<file path="config.mk">
export PLATFORM = sky130hd
export DESIGN_NAME = banked_sram
export DESIGN_NICKNAME = d
export VERILOG_FILES = /design/src/verilog/sram_pkg.sv /design/src/verilog/sync_fifo.sv /design/src/verilog/sram_bank.sv /design/src/verilog/bank_router.sv /design/src/verilog/resp_merger.sv /design/src/verilog/banked_sram.sv
export SDC_FILE = /design/constraint.sdc
export NUM_CORES = 2
export LEC_CHECK = 0
export BUFFER_PORTS_ARGS = -buffer_cell sky130_fd_sc_hd__buf_2
export CAP_MARGIN = 5
export CORE_MARGIN = 1
export CORE_UTILIZATION = 59
export CTS_CLUSTER_DIAMETER = 40
export DETAILED_ROUTE_END_ITERATION = 16
export MAX_ROUTING_LAYER = met4
export PLACE_DENSITY = 0.86
export SETUP_SLACK_MARGIN = 0.15
export SYNTH_ARGS = -nofsm -noshare
export SYNTH_HDL_FRONTEND = slang
export SYNTH_SLANG_ARGS = --single-unit
</file>
<file path="constraint.sdc">
create_clock -name clk -period 4.45 [get_ports clk]
set_input_delay 0.6675 -clock clk [delete_from_list [all_inputs] [get_ports clk]]
set_output_delay 0.6675 -clock clk [all_outputs]
set_load 0.005 [all_outputs]
</file>
<file path="src/verilog/sram_pkg.sv">
package sram_pkg;

  // Array contents after reset
  typedef enum logic [1:0] {
    INIT_X    = 2'd0, // Unknown contents
    INIT_ADDR = 2'd1, // Each word holds its own global word address
    INIT_ZERO = 2'd2  // No storage, every read returns zero
  } init_mode_e;

  // Per-bank response FIFO, 4 entries
  localparam int RESP_DEPTH_LOG2 = 2;

  // Read-order queue, 8 entries
  // Must cover all reads that can be in flight across the banks
  localparam int ORDER_DEPTH_LOG2 = 3;

endpackage

</file>
<file path="src/verilog/sync_fifo.sv">
`timescale 1ns/1ns

module sync_fifo #(
  parameter int  ADDR_WIDTH = 2,
  parameter type entry_t    = logic [7:0]
) (
  input  logic   clk,
  input  logic   rst_n,

  input  logic   w_inc,
  input  entry_t w_data,
  output logic   w_full,
  output logic   w_half_full,

  input  logic   r_inc,
  output logic   r_empty,
  output entry_t r_data
);

  localparam int DEPTH = 1 << ADDR_WIDTH;

  entry_t              mem [DEPTH];
  logic [ADDR_WIDTH:0] w_ptr;
  logic [ADDR_WIDTH:0] r_ptr;
  logic [ADDR_WIDTH:0] count;

  // Pointers carry one extra wrap bit
  always_ff @(posedge clk) begin
    if (!rst_n) begin
      w_ptr <= '0;
      r_ptr <= '0;
    end else begin
      if (w_inc) begin
        w_ptr <= w_ptr + 1'b1;
      end
      if (r_inc) begin
        r_ptr <= r_ptr + 1'b1;
      end
    end
  end

  always_ff @(posedge clk) begin
    if (w_inc) begin
      mem[w_ptr[ADDR_WIDTH-1:0]] <= w_data;
    end
  end

  assign count       = w_ptr - r_ptr;
  assign w_full      = count[ADDR_WIDTH];
  assign w_half_full = count >= (ADDR_WIDTH + 1)'(DEPTH / 2);
  assign r_empty     = (count == '0);
  assign r_data      = mem[r_ptr[ADDR_WIDTH-1:0]]; // Head shown without a strobe

  no_write_when_full: assert property (
    @(posedge clk) disable iff (!rst_n) w_inc |-> !w_full
  );

  no_read_when_empty: assert property (
    @(posedge clk) disable iff (!rst_n) r_inc |-> !r_empty
  );

endmodule

</file>
<file path="src/verilog/sram_bank.sv">
`timescale 1ns/1ns

module sram_bank #(
  parameter int                  LOCAL_ADDR_WIDTH = 4,
  parameter int                  BANK_BITS        = 2,
  parameter int                  BANK_INDEX       = 0,
  parameter int                  DATA_WIDTH       = 16,
  parameter sram_pkg::init_mode_e INIT_MODE       = sram_pkg::INIT_ADDR
) (
  input  logic                        clk,
  input  logic                        rst_n,

  input  logic                        cmd_valid,
  output logic                        cmd_ready,
  input  logic [LOCAL_ADDR_WIDTH-1:0] cmd_addr,
  input  logic                        cmd_wr_en,
  input  logic [DATA_WIDTH-1:0]       cmd_wr_data,
  input  logic [DATA_WIDTH/8-1:0]     cmd_wr_strb,

  output logic                        resp_valid,
  input  logic                        resp_ready,
  output logic [DATA_WIDTH-1:0]       resp_rd_data
);

  localparam int STRB_WIDTH = DATA_WIDTH / 8;
  localparam int WORDS      = 1 << LOCAL_ADDR_WIDTH;

  typedef logic [DATA_WIDTH-1:0] word_t;

  logic  rd_fire;
  logic  wr_fire;
  logic  fifo_half_full;
  logic  fifo_empty;
  word_t fifo_w_data;
  word_t fifo_r_data;

  assign rd_fire = cmd_valid && cmd_ready && !cmd_wr_en;
  assign wr_fire = cmd_valid && cmd_ready && cmd_wr_en;

  sync_fifo #(
    .ADDR_WIDTH (sram_pkg::RESP_DEPTH_LOG2),
    .entry_t    (word_t)
  ) i_resp_fifo (
    .clk         (clk),
    .rst_n       (rst_n),
    .w_inc       (rd_fire),
    .w_data      (fifo_w_data),
    .w_full      (),
    .w_half_full (fifo_half_full),
    .r_inc       (resp_valid && resp_ready),
    .r_empty     (fifo_empty),
    .r_data      (fifo_r_data)
  );

  // Stop at half full so a queued read never overruns the FIFO
  assign cmd_ready    = !fifo_half_full;
  assign resp_valid   = !fifo_empty;
  assign resp_rd_data = fifo_r_data;

  if (INIT_MODE == sram_pkg::INIT_ZERO) begin : g_zero
    assign fifo_w_data = '0; // No array, writes are dropped
  end else begin : g_array
    word_t mem [WORDS];

    always_ff @(posedge clk) begin
      if (!rst_n) begin
        for (int i = 0; i < WORDS; i++) begin
          // Global address puts the bank index in the low bits
          mem[i] <= (INIT_MODE == sram_pkg::INIT_ADDR) ?
                    DATA_WIDTH'((i << BANK_BITS) + BANK_INDEX) : 'x;
        end
      end else if (wr_fire) begin
        for (int b = 0; b < STRB_WIDTH; b++) begin
          if (cmd_wr_strb[b]) begin
            mem[cmd_addr][b*8 +: 8] <= cmd_wr_data[b*8 +: 8];
          end
        end
      end
    end

    assign fifo_w_data = mem[cmd_addr]; // Sees writes from the previous edge
  end

  // Accepted read is queued by the next edge
  rd_then_valid: assert property (
    @(posedge clk) disable iff (!rst_n) rd_fire |=> resp_valid
  );

endmodule

</file>
<file path="src/verilog/bank_router.sv">
`timescale 1ns/1ns

module bank_router #(
  parameter int ADDR_WIDTH = 6,
  parameter int BANK_BITS  = 2,
  parameter int DATA_WIDTH = 16
) (
  input  logic                            cmd_valid,
  output logic                            cmd_ready,
  input  logic [ADDR_WIDTH-1:0]           cmd_addr,
  input  logic                            cmd_wr_en,

  output logic [(1 << BANK_BITS)-1:0]     bank_cmd_valid,
  input  logic [(1 << BANK_BITS)-1:0]     bank_cmd_ready,
  output logic [ADDR_WIDTH-BANK_BITS-1:0] bank_cmd_addr,

  output logic                            order_push,
  output logic [BANK_BITS-1:0]            order_bank,
  input  logic                            order_ready
);

  logic [BANK_BITS-1:0] sel;
  logic                 order_ok;
  logic                 sel_ready;

  // Byte strobes need a whole number of bytes per word
  if (DATA_WIDTH % 8 != 0) begin : g_bad_width
    $error("DATA_WIDTH must be a multiple of 8");
  end
  if (ADDR_WIDTH <= BANK_BITS) begin : g_bad_addr
    $error("ADDR_WIDTH must exceed BANK_BITS");
  end

  assign sel           = cmd_addr[BANK_BITS-1:0];         // Low bits interleave
  assign bank_cmd_addr = cmd_addr[ADDR_WIDTH-1:BANK_BITS];

  // Reads need a free slot in the order queue, writes do not
  assign order_ok  = cmd_wr_en || order_ready;
  assign sel_ready = bank_cmd_ready[sel];

  always_comb begin
    bank_cmd_valid = '0;
    if (cmd_valid && order_ok) begin
      bank_cmd_valid[sel] = 1'b1;
    end
  end

  assign cmd_ready  = sel_ready && order_ok;
  assign order_push = cmd_valid && !cmd_wr_en && sel_ready && order_ready;
  assign order_bank = sel;

endmodule

</file>
<file path="src/verilog/resp_merger.sv">
`timescale 1ns/1ns

module resp_merger #(
  parameter int BANK_BITS  = 2,
  parameter int DATA_WIDTH = 16
) (
  input  logic                                          clk,
  input  logic                                          rst_n,

  input  logic                                          order_push,
  input  logic [BANK_BITS-1:0]                          order_bank,
  output logic                                          order_ready,

  input  logic [(1 << BANK_BITS)-1:0]                   bank_resp_valid,
  output logic [(1 << BANK_BITS)-1:0]                   bank_resp_ready,
  input  logic [(1 << BANK_BITS)-1:0][DATA_WIDTH-1:0]   bank_resp_rd_data,

  output logic                                          resp_valid,
  input  logic                                          resp_ready,
  output logic [DATA_WIDTH-1:0]                         resp_rd_data
);

  localparam int NUM_BANKS = 1 << BANK_BITS;

  typedef logic [BANK_BITS-1:0] bank_idx_t;

  bank_idx_t head;
  logic      order_full;
  logic      order_empty;
  logic      resp_fire;

  sync_fifo #(
    .ADDR_WIDTH (sram_pkg::ORDER_DEPTH_LOG2),
    .entry_t    (bank_idx_t)
  ) i_order_fifo (
    .clk         (clk),
    .rst_n       (rst_n),
    .w_inc       (order_push),
    .w_data      (order_bank),
    .w_full      (order_full),
    .w_half_full (),
    .r_inc       (resp_fire),
    .r_empty     (order_empty),
    .r_data      (head)
  );

  assign order_ready = !order_full;

  // Oldest outstanding read picks the bank
  assign resp_valid   = !order_empty && bank_resp_valid[head];
  assign resp_rd_data = bank_resp_rd_data[head];
  assign resp_fire    = resp_valid && resp_ready;

  // Pop the head bank only, the others keep their data queued
  always_comb begin
    for (int i = 0; i < NUM_BANKS; i++) begin
      bank_resp_ready[i] = !order_empty && (head == bank_idx_t'(i)) && resp_ready;
    end
  end

  // Head bank may lag its order entry by at most the push cycle
  head_bank_ready: assert property (
    @(posedge clk) disable iff (!rst_n)
      (!order_empty && !bank_resp_valid[head]) |-> $past(order_push)
  );

endmodule

</file>
<file path="src/verilog/banked_sram.sv">
`timescale 1ns/1ns

module banked_sram #(
  parameter int                   ADDR_WIDTH = 6,
  parameter int                   BANK_BITS  = 2,
  parameter int                   DATA_WIDTH = 16,
  parameter sram_pkg::init_mode_e INIT_MODE  = sram_pkg::INIT_ADDR
) (
  input  logic                    clk,
  input  logic                    rst_n,

  input  logic                    cmd_valid,
  output logic                    cmd_ready,
  input  logic [ADDR_WIDTH-1:0]   cmd_addr,
  input  logic                    cmd_wr_en,
  input  logic [DATA_WIDTH-1:0]   cmd_wr_data,
  input  logic [DATA_WIDTH/8-1:0] cmd_wr_strb,

  output logic                    resp_valid,
  input  logic                    resp_ready,
  output logic [DATA_WIDTH-1:0]   resp_rd_data
);

  localparam int NUM_BANKS        = 1 << BANK_BITS;
  localparam int LOCAL_ADDR_WIDTH = ADDR_WIDTH - BANK_BITS;

  logic [NUM_BANKS-1:0]                 bank_cmd_valid;
  logic [NUM_BANKS-1:0]                 bank_cmd_ready;
  logic [LOCAL_ADDR_WIDTH-1:0]          bank_cmd_addr;
  logic                                 order_push;
  logic [BANK_BITS-1:0]                 order_bank;
  logic                                 order_ready;
  logic [NUM_BANKS-1:0]                 bank_resp_valid;
  logic [NUM_BANKS-1:0]                 bank_resp_ready;
  logic [NUM_BANKS-1:0][DATA_WIDTH-1:0] bank_resp_rd_data;

  bank_router #(
    .ADDR_WIDTH (ADDR_WIDTH),
    .BANK_BITS  (BANK_BITS),
    .DATA_WIDTH (DATA_WIDTH)
  ) i_bank_router (
    .cmd_valid      (cmd_valid),
    .cmd_ready      (cmd_ready),
    .cmd_addr       (cmd_addr),
    .cmd_wr_en      (cmd_wr_en),
    .bank_cmd_valid (bank_cmd_valid),
    .bank_cmd_ready (bank_cmd_ready),
    .bank_cmd_addr  (bank_cmd_addr),
    .order_push     (order_push),
    .order_bank     (order_bank),
    .order_ready    (order_ready)
  );

  // Write data and strobe fan out to every bank
  for (genvar i = 0; i < NUM_BANKS; i++) begin : g_bank
    sram_bank #(
      .LOCAL_ADDR_WIDTH (LOCAL_ADDR_WIDTH),
      .BANK_BITS        (BANK_BITS),
      .BANK_INDEX       (i),
      .DATA_WIDTH       (DATA_WIDTH),
      .INIT_MODE        (INIT_MODE)
    ) i_sram_bank (
      .clk          (clk),
      .rst_n        (rst_n),
      .cmd_valid    (bank_cmd_valid[i]),
      .cmd_ready    (bank_cmd_ready[i]),
      .cmd_addr     (bank_cmd_addr),
      .cmd_wr_en    (cmd_wr_en),
      .cmd_wr_data  (cmd_wr_data),
      .cmd_wr_strb  (cmd_wr_strb),
      .resp_valid   (bank_resp_valid[i]),
      .resp_ready   (bank_resp_ready[i]),
      .resp_rd_data (bank_resp_rd_data[i])
    );
  end

  resp_merger #(
    .BANK_BITS  (BANK_BITS),
    .DATA_WIDTH (DATA_WIDTH)
  ) i_resp_merger (
    .clk               (clk),
    .rst_n             (rst_n),
    .order_push        (order_push),
    .order_bank        (order_bank),
    .order_ready       (order_ready),
    .bank_resp_valid   (bank_resp_valid),
    .bank_resp_ready   (bank_resp_ready),
    .bank_resp_rd_data (bank_resp_rd_data),
    .resp_valid        (resp_valid),
    .resp_ready        (resp_ready),
    .resp_rd_data      (resp_rd_data)
  );

endmodule

</file>
==> impl_metrics.json <==
{
  "slew-limit-headroom_pct": 13.7,
  "grt_max_degree": 143,
  "tritoncts": "yes",
  "crit_type": "flop to output pin",
  "r2r_end": "g_bank[3].i_sram_bank.g_array.mem[8][2]",
  "synthesis.nets": 3696,
  "die_w_um": 320,
  "synth_top_family_by_area": "multiplexers",
  "syn_area_um2": 59600,
  "drc": 0,
  "slew_viol_final": 0,
  "antenna_found_initial": 12,
  "drv_cap": 0,
  "worst_setup_path_start_kind": "flop",
  "yosysUniqueCellTypes": 44,
  "cpMaxStageDelayCell": "mux2i_4",
  "muxShareOfSynthArea_pct": 15.3,
  "worstSkewPairLatency_ns": 0.77,
  "synth_seq_cells": 1339,
  "synth_compound_area_share_pct": 1.54,
  "finalSetupTns_ns": 0,
  "p_sw_share_pct": 22.3,
  "hold_path_end": "i_resp_merger.i_order_fifo.mem[7][0]",
  "rows": 116,
  "cts_hold_buf": 0,
  "cts_resized": 0,
  "dp_hpwl_mm": 94.9,
  "power_frac_clock_pct": 44.8,
  "io_pins": 47,
  "cts_made_buffers": 153,
  "dr.pass1.iters": 6,
  "p_seq_share_pct": 49.4,
  "ant_nets": 0,
  "leakagePower_nw": 22.8,
  "synth_edf_count": 1296,
  "worstPathArrival_ns": 3.43,
  "start_util_pct": 59.6,
  "dpl_cell_area_um2": 62000,
  "p_sw_mw": 6.49,
  "cts-root-buf": "clkbuf_16",
  "synth_xor_area_share_pct": 0.371,
  "power_density_nw_per_um2": 431,
  "cp_top_family": "multiplexers",
  "cts.sinks": 1339,
  "die_h_um": 320,
  "tightest_slew_ns": 1.29,
  "grt_pass1_wl_mm": 226,
  "grt_usage_pct": 31.2,
  "die-area_um2": 102000,
  "clockBufferDepth": 3,
  "overflow": 0,
  "period_needed_ns": 4.09,
  "dp_slack_ns": 0.947,
  "portBuffers": 46,
  "status": "complete, no violations",
  "clock_skew_ns": 0.0391,
  "p_comb_share_pct": 5.8,
  "required_ns": 3.78,
  "hold_depth": 1,
  "synthAdderAreaFrac_pct": 0.743,
  "fin_nets": 3787,
  "synth_seq_area_share_pct": 66.7,
  "synthCells": 3634,
  "crit_path_cell_trace": "mux4_2, mux2i_4, buf_4, mux2i_1, a21oi_1, buf_2",
  "worstHoldStart": "cmd_addr[0]",
  "p_int_mw": 22.5,
  "worstReg2RegStart": "g_bank[3].i_sram_bank.i_resp_fifo.w_ptr[0]",
  "rsz0062_at_grt": "no",
  "min_path_type": "primary input to flop",
  "ir_worst_vdd_mv": 0.627,
  "fin_crit_sh_pct": 92.0,
  "ys_warn_count": 0,
  "drive_above_1_share_pct": 23.7,
  "r2r_slack_ns": 0.71,
  "post-cts-setup-buffer-count": 0,
  "clkTransAtPathRegs_ns": 0.06,
  "wirelength_mm": 152,
  "core_um2": 100000,
  "via_count": 34100,
  "crit_fanout": 31,
  "gp_congestion": 0.905,
  "initialDrtViolationCount": 4745,
  "synthToLayoutAreaGrowth_pct": 12.9,
  "reg2reg_depth": 9,
  "synth-main-ff-cell": "edfxtp_1",
  "worst_slack_ns": 0.356,
  "wire_per_inst_um": 29.5,
  "grt_pass1_vias": 34700,
  "max_stage_delay_ns": 0.74,
  "final_cell_area_um2": 67300,
  "max_freq_mhz": 244,
  "cp-end-kind": "output pin",
  "h-tree-depth": 4,
  "worst-path-buf-inv": 2,
  "syn_avg_cell_area_um2": 16.4,
  "setup-violations-final": 0,
  "synthArstFlopShare_pct": 0,
  "synth-simple-area-share_pct": 13.1,
  "viasPerCell": 6.62,
  "final_hold_viol_count": 0
}
layer usage:
metal  GRT usage, %  routed length (um)
met3           7.41               18600
met2           49.4               75000
met4           12.8                6560
met1           39.0               51900
met5              -                   0
kinds of logic (layout without fill, tap and decap cells):
| kind of cell | count (synthesis) | count (layout) |
|---|---|---|
| AOI/OAI and AO/OA | 169 | 169 |
| xor gates and xnor gates | 19 | 19 |
| adders and majority gates | 33 | 33 |
| buffers and inverters | 334 | 549 |
| DFF | 1339 | 1339 |
| muxes | 426 | 426 |
| other | 0 | 8 |
| and+or+nand+nor | 1314 | 1314 |
flip-flops by register name (all words and copies together) (netlist names), named ones only:
signal	count
g_bank.i_sram_bank.g_array.mem	1024
g_bank.i_sram_bank.i_resp_fifo.r_ptr	12
g_bank.i_sram_bank.i_resp_fifo.mem	256
i_resp_merger.i_order_fifo.mem	16
g_bank.i_sram_bank.i_resp_fifo.w_ptr	12
i_resp_merger.i_order_fifo.r_ptr	4
i_resp_merger.i_order_fifo.w_ptr	4
per-stage QoR:
stage	std cells	util, %	power (mW)	hold slack [ns]
after detailed placement	4868	61.9	16.2	0.479
after floorplan	3634	-	15.6	0.446
after global routing	5152	67.2	29.6	0.310
after CTS	5147	67.2	29.0	0.292
final	5155	67.2	29.0	0.333
after global placement	4868	61.9	16.1	0.462
cells in the final DEF (no fill, tap or decap), types with 5 or more instances in the layout:
cell and n:
a21oi_1 19, clkbuf_1 17, bufinv_16 17, clkinvlp_4 17, inv_6 13, buf_12 10
clkbuf_16 160, edfxtp_1 1296, nand2b_1 8, o21ai_0 131, buf_2 41, clkinv_2 16
nor3_1 6, mux4_2 388, ha_1 29, dfxtp_1 42, nand2_1 35, nand3_1 7
or3_1 193, xnor2_1 11, clkinv_4 6, nand3_2 5, buf_4 205, mux2i_1 35
a211oi_1 17, nor2b_1 34, clkinv_1 20, or2_2 8, inv_1 12, nor2_1 133
diode_2 8, and2_1 861
Yosys cell counts, types with 3 or more instances:
| cell type | count | share of area (%) |
|---|---|---|
| a211oi_1 | 17 | 0.21 |
| a21oi_1 | 19 | 0.16 |
| and2_1 | 861 | 9.0 |
| and3_1 | 3 | 0.031 |
| buf_1 | 30 | 0.19 |
| buf_2 | 35 | 0.29 |
| clkbuf_1 | 255 | 1.6 |
| dfxtp_1 | 43 | 1.4 |
| edfxtp_1 | 1296 | 65 |
| fa_1 | 4 | 0.13 |
| ha_1 | 29 | 0.61 |
| inv_1 | 12 | 0.076 |
| mux2i_1 | 36 | 0.60 |
| mux4_2 | 388 | 15 |
| nand2_1 | 35 | 0.22 |
| nand2b_1 | 8 | 0.084 |
| nand3_1 | 12 | 0.10 |
| nand4_1 | 4 | 0.042 |
| nor2_1 | 133 | 0.84 |
| nor2b_1 | 34 | 0.36 |
| nor3_1 | 6 | 0.050 |
| o21ai_0 | 131 | 1.1 |
| or2_1 | 3 | 0.031 |
| or2_2 | 6 | 0.063 |
| or3_1 | 193 | 2.0 |
| xnor2_1 | 11 | 0.16 |
| xnor3_1 | 4 | 0.15 |
| xor2_1 | 4 | 0.059 |
power groups by stage:
stage	clock [mW]	combinational [mW]	sequential (mW)
6_report	13.0	1.68	14.3
2_1_floorplan	0	1.02	14.5
4_1_cts	13.0	1.65	14.3
5_1_grt	13.5	1.73	14.4
3_5_place_dp	0	1.63	14.6
3_3_place_gp	0	1.58	14.6
layout make-up:
| class | instances | area, um^2 |
|---|---|---|
| repair buffers | 258 | 1970 |
| clock inverters | 100 | 1170 |
| multi-input cells | 1961 | 18600 |
| fillers | 5929 | 32800 |
| clock buffers | 179 | 4100 |
| well taps | 1298 | 1620 |
| diodes | 8 | 20.0 |
| inverters | 12 | 45.0 |
| flip-flops and latches | 1339 | 39800 |
worst max path at each step:
stage / start / endpoint / slack (ns) / cells after the start
global placement: g_bank[2].i_sram_bank.i_resp_fifo.w_ptr[0] / g_bank[2].i_sram_bank.i_resp_fifo.w_ptr[2] / 1.12 / 9
CTS: flop / resp_rd_data[15] / 0.40 / 6
floorplan: g_bank[3].i_sram_bank.i_resp_fifo.w_ptr[0] / g_bank[3].i_sram_bank.g_array.mem[0][0] / 1.34 / 10
detailed placement: g_bank[3].i_sram_bank.i_resp_fifo.w_ptr[0] / g_bank[3].i_sram_bank.g_array.mem[12][0] / 0.95 / 8
global route: flop / resp_rd_data[14] / 0.22 / 6
finish: flop / resp_rd_data[15] / 0.36 / 6
Note: power is estimated with default switching activity, not from simulation.
